## src/cop_isa_pkg.sv

```systemverilog
/*
 * Coprocessor instruction encoding, limited to packed add/sub and the two
 * load-immediate halves. Reserved fields are not checked by the decoder.
 */
`default_nettype none

package cop_isa_pkg;

    // Major opcode shared by every coprocessor instruction (custom-0)
    localparam logic [6:0] COP_OPCODE = 7'b0001011;

    // Function field, bits 31:28
    typedef enum logic [3:0] {
        FN_PADD = 4'h0,   // Packed add
        FN_PSUB = 4'h1,   // Packed subtract
        FN_LI_L = 4'h2,   // Load immediate into low half
        FN_LI_H = 4'h3    // Load immediate into high half
    } cop_funct_e;

    // Pack width codes, 5 to 7 are illegal for packed arithmetic
    typedef enum logic [2:0] {
        PW_32 = 3'd0,
        PW_16 = 3'd1,
        PW_8  = 3'd2,
        PW_4  = 3'd3,
        PW_2  = 3'd4
    } cop_pw_e;

    // Register form, used by packed arithmetic
    typedef struct packed {
        cop_funct_e funct;    // 31:28
        cop_pw_e    pw;       // 27:25
        logic [3:0] crs2;     // 24:21
        logic [3:0] crs1;     // 20:17
        logic [5:0] rsvd;     // 16:11
        logic [3:0] crd;      // 10:7
        logic [6:0] opcode;   // 6:0
    } cop_rform_t;

    // Immediate form, used by the load-immediate pair
    typedef struct packed {
        cop_funct_e  funct;   // 31:28
        logic [15:0] imm16;   // 27:12
        logic        rsvd;    // 11
        logic [3:0]  crd;     // 10:7
        logic [6:0]  opcode;  // 6:0
    } cop_iform_t;

    // Funct, crd and opcode sit in the same bits in both forms
    typedef union packed {
        cop_rform_t rform;
        cop_iform_t iform;
    } cop_instr_u;

endpackage

`default_nettype wire
```

## src/cop_pipe_pkg.sv

```systemverilog
/*
 * Decoded instruction passed between decoder, queue and executor.
 * FIFO_DEPTH must stay a power of two, the pointers wrap freely.
 */
`default_nettype none

package cop_pipe_pkg;
    import cop_isa_pkg::*;

    localparam int unsigned FIFO_DEPTH = 4;
    localparam int unsigned FIFO_PTR_W = $clog2(FIFO_DEPTH);
    localparam int unsigned FIFO_CNT_W = $clog2(FIFO_DEPTH + 1);

    typedef struct packed {
        cop_funct_e  funct;
        cop_pw_e     pw;       // Only meaningful for packed ops
        logic [3:0]  crs1;
        logic [3:0]  crs2;
        logic [3:0]  crd;
        logic [15:0] imm;      // Only meaningful for load-immediate
        logic        illegal;  // Executor reports an exception, no write
    } cop_uop_t;

endpackage

`default_nettype wire

```

## src/cop_dec_if.sv

```systemverilog
/*
 * One decoded instruction with a four-phase req/ack.
 * The source holds uop stable from req rise until ack has fallen.
 */
`timescale 1ns/10ps
`default_nettype none

interface cop_dec_if
    import cop_pipe_pkg::*;
();
    logic     req;
    logic     ack;
    cop_uop_t uop;

    modport src (
        output req,
        output uop,
        input  ack
    );

    modport dst (
        input  req,
        input  uop,
        output ack
    );

endinterface

`default_nettype wire

```

## src/cop_top.sv

```systemverilog
/*
 * Coprocessor front end: decoder, instruction queue and executor.
 * Both external ports are four-phase req/ack, one writeback per
 * instruction including illegal ones, in issue order.
 */
`timescale 1ns/10ps
`default_nettype none

module cop_top (
    input  logic        g_clk_i,
    input  logic        rst_i,
    input  logic        instr_req_i,
    output logic        instr_ack_o,
    input  logic [31:0] instr_i,
    output logic        wb_req_o,
    input  logic        wb_ack_i,
    output logic [3:0]  wb_crd_o,
    output logic [31:0] wb_data_o,
    output logic        wb_exc_o
);

    cop_dec_if dec_to_q ();
    cop_dec_if q_to_ex ();

    cop_idecode u_idecode (
        .g_clk_i     (g_clk_i),
        .rst_i       (rst_i),
        .instr_req_i (instr_req_i),
        .instr_ack_o (instr_ack_o),
        .instr_i     (instr_i),
        .out_o       (dec_to_q.src)
    );

    cop_instr_fifo u_instr_fifo (
        .g_clk_i (g_clk_i),
        .rst_i   (rst_i),
        .in_i    (dec_to_q.dst),
        .out_o   (q_to_ex.src)
    );

    cop_execute u_execute (
        .g_clk_i   (g_clk_i),
        .rst_i     (rst_i),
        .in_i      (q_to_ex.dst),
        .wb_req_o  (wb_req_o),
        .wb_ack_i  (wb_ack_i),
        .wb_crd_o  (wb_crd_o),
        .wb_data_o (wb_data_o),
        .wb_exc_o  (wb_exc_o)
    );

endmodule

`default_nettype wire

```

## src/cop_execute.sv

```systemverilog
/*
 * Executor with sixteen 32-bit registers, all cleared by reset.
 * One instruction at a time: the next one is taken only after the
 * writeback handshake has fully completed.
 */
`timescale 1ns/10ps
`default_nettype none

module cop_execute
    import cop_isa_pkg::*;
    import cop_pipe_pkg::*;
(
    input  logic        g_clk_i,
    input  logic        rst_i,
    cop_dec_if.dst      in_i,
    output logic        wb_req_o,
    input  logic        wb_ack_i,
    output logic [3:0]  wb_crd_o,
    output logic [31:0] wb_data_o,
    output logic        wb_exc_o
);

    logic [31:0] regs_q [16];
    cop_uop_t    uop_q;
    logic        in_ack_q;
    logic        exec_q;      // Operation and write happen this cycle
    logic        wb_wait_q;   // Waiting for wb_ack_i to fall
    logic        take;
    logic [31:0] rd_old;
    logic [31:0] result;

    // Lane-wise add or subtract, carry restarts at every lane boundary
    function automatic logic [31:0] lane_addsub(
        input logic [31:0] a,
        input logic [31:0] b,
        input logic        sub,
        input cop_pw_e     pw
    );
        logic [31:0] bx;
        logic [4:0]  lane_msk;
        logic        cy;
        logic [31:0] res;
        bx       = sub ? ~b : b;
        lane_msk = 5'b11111 >> pw;   // Lane width minus one
        cy       = sub;
        for (int i = 0; i < 32; i++) begin
            if ((5'(i) & lane_msk) == 5'd0) begin
                cy = sub;
            end
            res[i] = a[i] ^ bx[i] ^ cy;
            cy     = (a[i] & bx[i]) | (cy & (a[i] ^ bx[i]));
        end
        return res;
    endfunction

    assign take   = in_i.req && !in_ack_q && !exec_q && !wb_req_o && !wb_wait_q;
    assign rd_old = regs_q[uop_q.crd];

    always_comb begin
        case (uop_q.funct)
            FN_PADD: result = lane_addsub(regs_q[uop_q.crs1], regs_q[uop_q.crs2], 1'b0, uop_q.pw);
            FN_PSUB: result = lane_addsub(regs_q[uop_q.crs1], regs_q[uop_q.crs2], 1'b1, uop_q.pw);
            FN_LI_L: result = {rd_old[31:16], uop_q.imm};
            FN_LI_H: result = {uop_q.imm, rd_old[15:0]};
            default: result = '0;
        endcase
    end

    always_ff @(posedge g_clk_i) begin
        if (rst_i) begin
            in_ack_q  <= 1'b0;
            exec_q    <= 1'b0;
            wb_req_o  <= 1'b0;
            wb_wait_q <= 1'b0;
        end else begin
            if (take) begin
                in_ack_q <= 1'b1;
            end else if (in_ack_q && !in_i.req) begin
                in_ack_q <= 1'b0;
            end
            exec_q <= take;
            if (exec_q) begin
                wb_req_o <= 1'b1;
            end else if (wb_req_o && wb_ack_i) begin
                wb_req_o  <= 1'b0;
                wb_wait_q <= 1'b1;
            end
            if (wb_wait_q && !wb_ack_i) begin
                wb_wait_q <= 1'b0;
            end
        end
    end

    always_ff @(posedge g_clk_i) begin
        if (rst_i) begin
            regs_q <= '{default: '0};
        end else if (exec_q && !uop_q.illegal) begin
            regs_q[uop_q.crd] <= result;
        end
    end

    always_ff @(posedge g_clk_i) begin
        if (take) begin
            uop_q <= in_i.uop;
        end
        if (exec_q) begin
            wb_crd_o  <= uop_q.illegal ? 4'd0 : uop_q.crd;
            wb_data_o <= uop_q.illegal ? 32'd0 : result;
            wb_exc_o  <= uop_q.illegal;
        end
    end

    assign in_i.ack = in_ack_q;

    // Previous writeback must be fully closed before a new one starts
    a_wb_rise: assert property (@(posedge g_clk_i) disable iff (rst_i)
        $rose(wb_req_o) |-> !wb_ack_i)
        else $error("wb_req_o rose with wb_ack_i high");

endmodule

`default_nettype wire

```

## src/cop_instr_fifo.sv

```systemverilog
/*
 * Circular queue of FIFO_DEPTH decoded instructions.
 * Sink side acks on store, source side presents the head entry and
 * retires it only once the executor has dropped its ack.
 */
`timescale 1ns/10ps
`default_nettype none

module cop_instr_fifo
    import cop_pipe_pkg::*;
(
    input  logic    g_clk_i,
    input  logic    rst_i,
    cop_dec_if.dst  in_i,
    cop_dec_if.src  out_o
);

    cop_uop_t              mem_q [FIFO_DEPTH];
    logic [FIFO_PTR_W-1:0] wptr_q;
    logic [FIFO_PTR_W-1:0] rptr_q;
    logic [FIFO_CNT_W-1:0] count_q;
    logic                  in_ack_q;
    logic                  out_req_q;
    logic                  out_busy_q;   // Head handed out, waiting for ack low
    logic                  full;
    logic                  push;
    logic                  pop;

    assign full = (count_q == FIFO_CNT_W'(FIFO_DEPTH));
    assign push = in_i.req && !in_ack_q && !full;
    assign pop  = out_busy_q && !out_req_q && !out_o.ack;

    always_ff @(posedge g_clk_i) begin
        if (push) begin
            mem_q[wptr_q] <= in_i.uop;
        end
    end

    always_ff @(posedge g_clk_i) begin
        if (rst_i) begin
            wptr_q     <= '0;
            rptr_q     <= '0;
            count_q    <= '0;
            in_ack_q   <= 1'b0;
            out_req_q  <= 1'b0;
            out_busy_q <= 1'b0;
        end else begin
            if (push) begin
                wptr_q   <= wptr_q + 1'b1;
                in_ack_q <= 1'b1;
            end else if (in_ack_q && !in_i.req) begin
                in_ack_q <= 1'b0;
            end
            if (out_req_q && out_o.ack) begin
                out_req_q <= 1'b0;
            end else if (!out_busy_q && (count_q != '0)) begin
                out_req_q  <= 1'b1;
                out_busy_q <= 1'b1;
            end
            if (pop) begin
                out_busy_q <= 1'b0;
                rptr_q     <= rptr_q + 1'b1;
            end
            case ({push, pop})
                2'b10:   count_q <= count_q + 1'b1;
                2'b01:   count_q <= count_q - 1'b1;
                default: ;
            endcase
        end
    end

    assign in_i.ack  = in_ack_q;
    assign out_o.req = out_req_q;
    assign out_o.uop = mem_q[rptr_q];

    a_count_max: assert property (@(posedge g_clk_i) disable iff (rst_i)
        count_q <= FIFO_CNT_W'(FIFO_DEPTH))
        else $error("queue count above depth");

    a_no_req_empty: assert property (@(posedge g_clk_i) disable iff (rst_i)
        out_o.req |-> (count_q != '0))
        else $error("queue requesting while empty");

endmodule

`default_nettype wire

```

## src/cop_idecode.sv

```systemverilog
/*
 * Registered decoder. Accepts a new word only while the outbound
 * handshake is fully idle, so it holds at most one decoded instruction.
 * Reserved fields of the word are ignored.
 */
`timescale 1ns/10ps
`default_nettype none

module cop_idecode
    import cop_isa_pkg::*;
    import cop_pipe_pkg::*;
(
    input  logic        g_clk_i,
    input  logic        rst_i,
    input  logic        instr_req_i,
    output logic        instr_ack_o,
    input  logic [31:0] instr_i,
    cop_dec_if.src      out_o
);

    cop_instr_u instr_q;     // Captured word, read in both forms
    logic       out_req_q;
    logic       accept;
    logic       packed_op;
    logic       bad_funct;
    cop_uop_t   uop;

    assign accept = instr_req_i && !instr_ack_o && !out_req_q && !out_o.ack;

    always_ff @(posedge g_clk_i) begin
        if (accept) begin
            instr_q <= instr_i;
        end
    end

    always_ff @(posedge g_clk_i) begin
        if (rst_i) begin
            instr_ack_o <= 1'b0;
            out_req_q   <= 1'b0;
        end else begin
            if (accept) begin
                instr_ack_o <= 1'b1;
            end else if (instr_ack_o && !instr_req_i) begin
                instr_ack_o <= 1'b0;
            end
            if (accept) begin
                out_req_q <= 1'b1;          // Uop valid from the same edge
            end else if (out_req_q && out_o.ack) begin
                out_req_q <= 1'b0;
            end
        end
    end

    // Field selection by function
    always_comb begin
        uop       = '0;
        packed_op = 1'b0;
        bad_funct = 1'b0;
        uop.funct = instr_q.iform.funct;
        uop.crd   = instr_q.iform.crd;
        uop.pw    = PW_32;
        case (instr_q.iform.funct)
            FN_PADD, FN_PSUB: begin
                packed_op = 1'b1;
                uop.pw    = instr_q.rform.pw;
                uop.crs1  = instr_q.rform.crs1;
                uop.crs2  = instr_q.rform.crs2;
            end
            FN_LI_L, FN_LI_H: begin
                uop.imm = instr_q.iform.imm16;
            end
            default: bad_funct = 1'b1;
        endcase
        uop.illegal = (instr_q.rform.opcode != COP_OPCODE) || bad_funct ||
                      (packed_op && (instr_q.rform.pw > PW_2));
    end

    assign out_o.req = out_req_q;
    assign out_o.uop = uop;

    // Queue must see the same uop for the whole request
    a_uop_stable: assert property (@(posedge g_clk_i) disable iff (rst_i)
        (out_o.req && $past(out_o.req)) |-> $stable(out_o.uop))
        else $error("decoder changed uop during request");

endmodule

`default_nettype wire

```

## config.mk

```make
export PLATFORM = sky130hd
export DESIGN_NAME = cop_top
export DESIGN_NICKNAME = d
export VERILOG_FILES = /design/src/cop_isa_pkg.sv /design/src/cop_pipe_pkg.sv /design/src/cop_dec_if.sv /design/src/cop_top.sv /design/src/cop_execute.sv /design/src/cop_instr_fifo.sv /design/src/cop_idecode.sv
export SDC_FILE = /design/constraint.sdc
export NUM_CORES = 2
export LEC_CHECK = 0
export BUFFER_PORTS_ARGS = -buffer_cell sky130_fd_sc_hd__buf_2
export CELL_PAD_IN_SITES_DETAIL_PLACEMENT = 0
export CELL_PAD_IN_SITES_GLOBAL_PLACEMENT = 1
export CORE_AREA = 2 2 277 279
export CTS_BUF_LIST = sky130_fd_sc_hd__clkbuf_2
export CTS_CLUSTER_DIAMETER = 200
export DETAILED_ROUTE_END_ITERATION = 7
export DIE_AREA = 0 0 279 281
export PLACE_DENSITY_LB_ADDON = 0.05
export SLEW_MARGIN = 15
export SYNTH_ARGS = -nofsm -noshare
export SYNTH_HDL_FRONTEND = slang
export SYNTH_SLANG_ARGS = --single-unit
```

## constraint.sdc

```tcl
create_clock -name g_clk_i -period 31.9 [get_ports g_clk_i]
set_clock_uncertainty 0.1 [all_clocks]
set_input_delay 6.38 -clock g_clk_i [delete_from_list [all_inputs] [get_ports g_clk_i]]
set_output_delay 6.38 -clock g_clk_i [all_outputs]
set_load 0.02 [all_outputs]
```

==> reports/results.txt <==
Run status: complete, no violations
# fillers: 6267
R2R cell count: 70
Number of synthesized flops with an enable pin: 248
Final WL: 120000 µm
Combinational share of power: 19.9%
Clock root cell: clkbuf_2
Die Height: 281 µm
Clk buf depth: 3
Slew margin rel.: 19.7%
DRT iter0 DRCs: 2699
CP dominant cell by count: fa_1
Final setup violating endpoints: 0
Area grow syn2layout: 6.32%
Vias in the first global route: 28.7k
Hold Crit Depth: 2
Sequential area share after synthesis: 43.9%
Remaining Overflow, GRT: 0
PwrDens: 52.1 nW/µm²
Tightest Pin Transition: 1200 ps
Mean routed wirelength per cell: 28.3 µm
Post-CTS Setup Inserts: 0
Die X: 279 µm
Peak Freq: 0.0429 GHz
Final instance area: 43600 µm²
DRT Pass-1 Iters: 6
Synth Cell Area: 41000 µm²
MaxCap Viol Count: 0
Sequential standard cell area: 18000 µm²
Hold crit path type: flip-flop to flip-flop
Initial antenna violation count: 2
IO Pins: 75
Commonest non-fill, non-tap cell in the layout: nor2_1
Reg clk slew, reported paths: 110 ps
Pins Over Slew Limit: 0
H-tree levels: 4
Power share of the sequential group: 48.7%
WS Path Type: flip-flop to flip-flop
Synth warn: 0
Area leader, netlist: mux4_2
DIE AREA: 78400 µm²
Post-synth top flop: dfxtp_1
Placed inst area: 41700 µm²
Num CTS Buffers: 205
Synth top area share: 27.7%
RD Place Congestion: 0.804
Fin cells: 4251
Layout cell share with drive strength beyond 1: 33.0%
RSZ-0062 raised after global routing: false
Clock Latency Late Sink: 1510 ps
Worst EP arrival: 24410 ps
Hold Slack: 371 ps
WP buf/inv: 3
DP HPWL: 68500 µm
Detailed-route DRC error count: 0
Post-DRT Antenna Nets: 0
Synth Net Count: 3193
Crit. End Element: flip-flop
# nets final: 3208
Post-CTS sizing: 0
Global-route wire length before repair: 181000 µm
Max VDD drop: 0.0428 mV
Startpoint type of the worst setup path: flip-flop
Data required time of the critical path: 32980 ps
Largest fanout on the critical path: 38
Area of the multi-input gates: 21300 µm²
Most frequent cells in the layout: nor2_1, dfxtp_1, mux4_2, a211oi_1, clkbuf_2
Setup tns final: 0 ps
Clock share of power: 31.4%
Slowest stage cell, crit path: buf_4
Internal power: 1.51 mW
Cts hold-fix bufs: 0
PortBufs: 73
NetSw: 0.766 mW
Synth Register Bits: 776
Placed instance count: 3875
Critical path's largest stage delay: 820 ps
# clock sinks: 776
Vias per cell: 6.63
Largest net degree at the start of global routing: 219
Ys async rst share: 0%
Synth cell types: 52
Core Region: 75400 µm²
Overall Global Routing Usage: 31.3%
Post-Syn Instances: 3089
Kind of cell adding the most delay to the critical path: adder cells
Area contributors post-synth: mux4_2, dfxtp_1, edfxtp_1, a211oi_1, nor2_1
Avg Cell Area, Syn: 13.3 µm²
Initial core utilization: 54.4%
Tmin final: 23330 ps
CP Depth: 70
Final hold vios: 0
CTS tree: yes
Detailed-route via count: 28.2k
Cell Rows: 101
Tcrit/Tclk final: 73.1%
Sw Ratio: 33.7%
Leak: 13.7 nW
power groups by stage:
stage	sequential [mW]	combinational, mW	clock [mW]
final	1.11	0.453	0.714
after global placement	1.13	0.454	0
after floorplan	1.12	0.320	0
after detailed placement	1.13	0.457	0
after global routing	1.11	0.478	0.784
after CTS	1.11	0.457	0.734
final cells by class:
| class | instances | share of cell area, % |
|---|---|---|
| Timing Repair Buffer | 140 | 2.19 |
| Tap cell | 978 | 2.80 |
| Multi-Input combinational cell | 1916 | 48.7 |
| Sequential cell | 776 | 41.3 |
| Clock buffer | 313 | 3.59 |
| Antenna cell | 2 | 0.0115 |
| Inverter | 65 | 0.559 |
| Clock inverter | 61 | 0.806 |
logic make-up after synthesis:
| group | share of synthesized area, % |
|---|---|
| DFF | 43.9 |
| and+or+nand+nor | 7.29 |
| AOI/OAI and AO/OA | 11.9 |
| muxes | 28.9 |
| buffers and inverters | 4.60 |
| adders and majority gates | 3.19 |
| xor gates and xnor gates | 0.220 |
tightest hold or removal path: cells and delay by family (launching register included):
| family | cells | cell delay, ps |
|---|---|---|
| flops | 1 | 350 |
| buf+inv | 1 | 60 |
| compound gates | 1 | 30 |
flip-flops by register name, indices dropped and copies added, names as in the netlist:
register,count
u_execute.regs_q,512
u_execute.wb_wait_q,1
u_execute.exec_q,1
u_instr_fifo.out_busy_q,1
u_instr_fifo.count_q,3
u_execute.wb_data_o,32
u_instr_fifo.wptr_q,2
u_execute.wb_crd_o,4
u_instr_fifo.rptr_q,2
u_instr_fifo.in_i.ack,1
u_execute.uop_q,36
u_execute.wb_exc_o,1
u_execute.wb_req_o,1
u_execute.in_i.ack,1
u_idecode.instr_q,31
u_instr_fifo.out_o.req,1
u_idecode.out_o.req,1
u_instr_fifo.mem_q,144
u_idecode.instr_ack_o,1
Yosys cell counts, drive strengths merged (3+ instances only):
cell,instances
nor4b,4
a21boi,10
and2,36
nor2,575
o21ai,25
a211oi,480
a222oi,10
or2,13
buf,143
a221oi,6
dfxtp,528
fa,61
a22oi,13
inv,65
a21oi,29
edfxtp,248
ha,7
nor2b,7
nor3,8
nand2,23
mux4,514
nor3b,3
nand2b,30
clkbuf,189
a311oi,17
nand3,3
xor2,3
mux2i,23
stage by stage:
stage	total power, mW	setup WS [ps]	utilization [%]
after floorplan	1.44	10960	-
after global placement	1.58	8760	55.3
after detailed placement	1.59	8630	55.3
after CTS	2.30	8460	57.8
after global routing	2.37	7690	57.8
final	2.27	8570	57.8
metal layers:
metal | vias up | part of all wire, % | global-route usage [%] | wire length (µm)
met3 | 264 | 8.0 | 6.92 | 9680
met1 | 14400 | 40 | 41.1 | 47800
met5 | - | 0 | 0 | 0
met2 | 1293 | 48 | 50.6 | 58300
li1 | 12300 | - | - | -
met4 | 0 | 3.8 | 13.5 | 4610
worst paths after layout:
kind	startpoint	slack, ps	to
min	u_idecode.out_o.req	370	u_instr_fifo.in_i.ack
max reg2reg	u_execute.uop_q[25]	8570	u_execute.regs_q[127]
max	u_execute.uop_q[25]	8570	u_execute.regs_q[127]
min reg2reg	u_idecode.out_o.req	370	u_instr_fifo.in_i.ack
(Power assumes the default switching activity.)
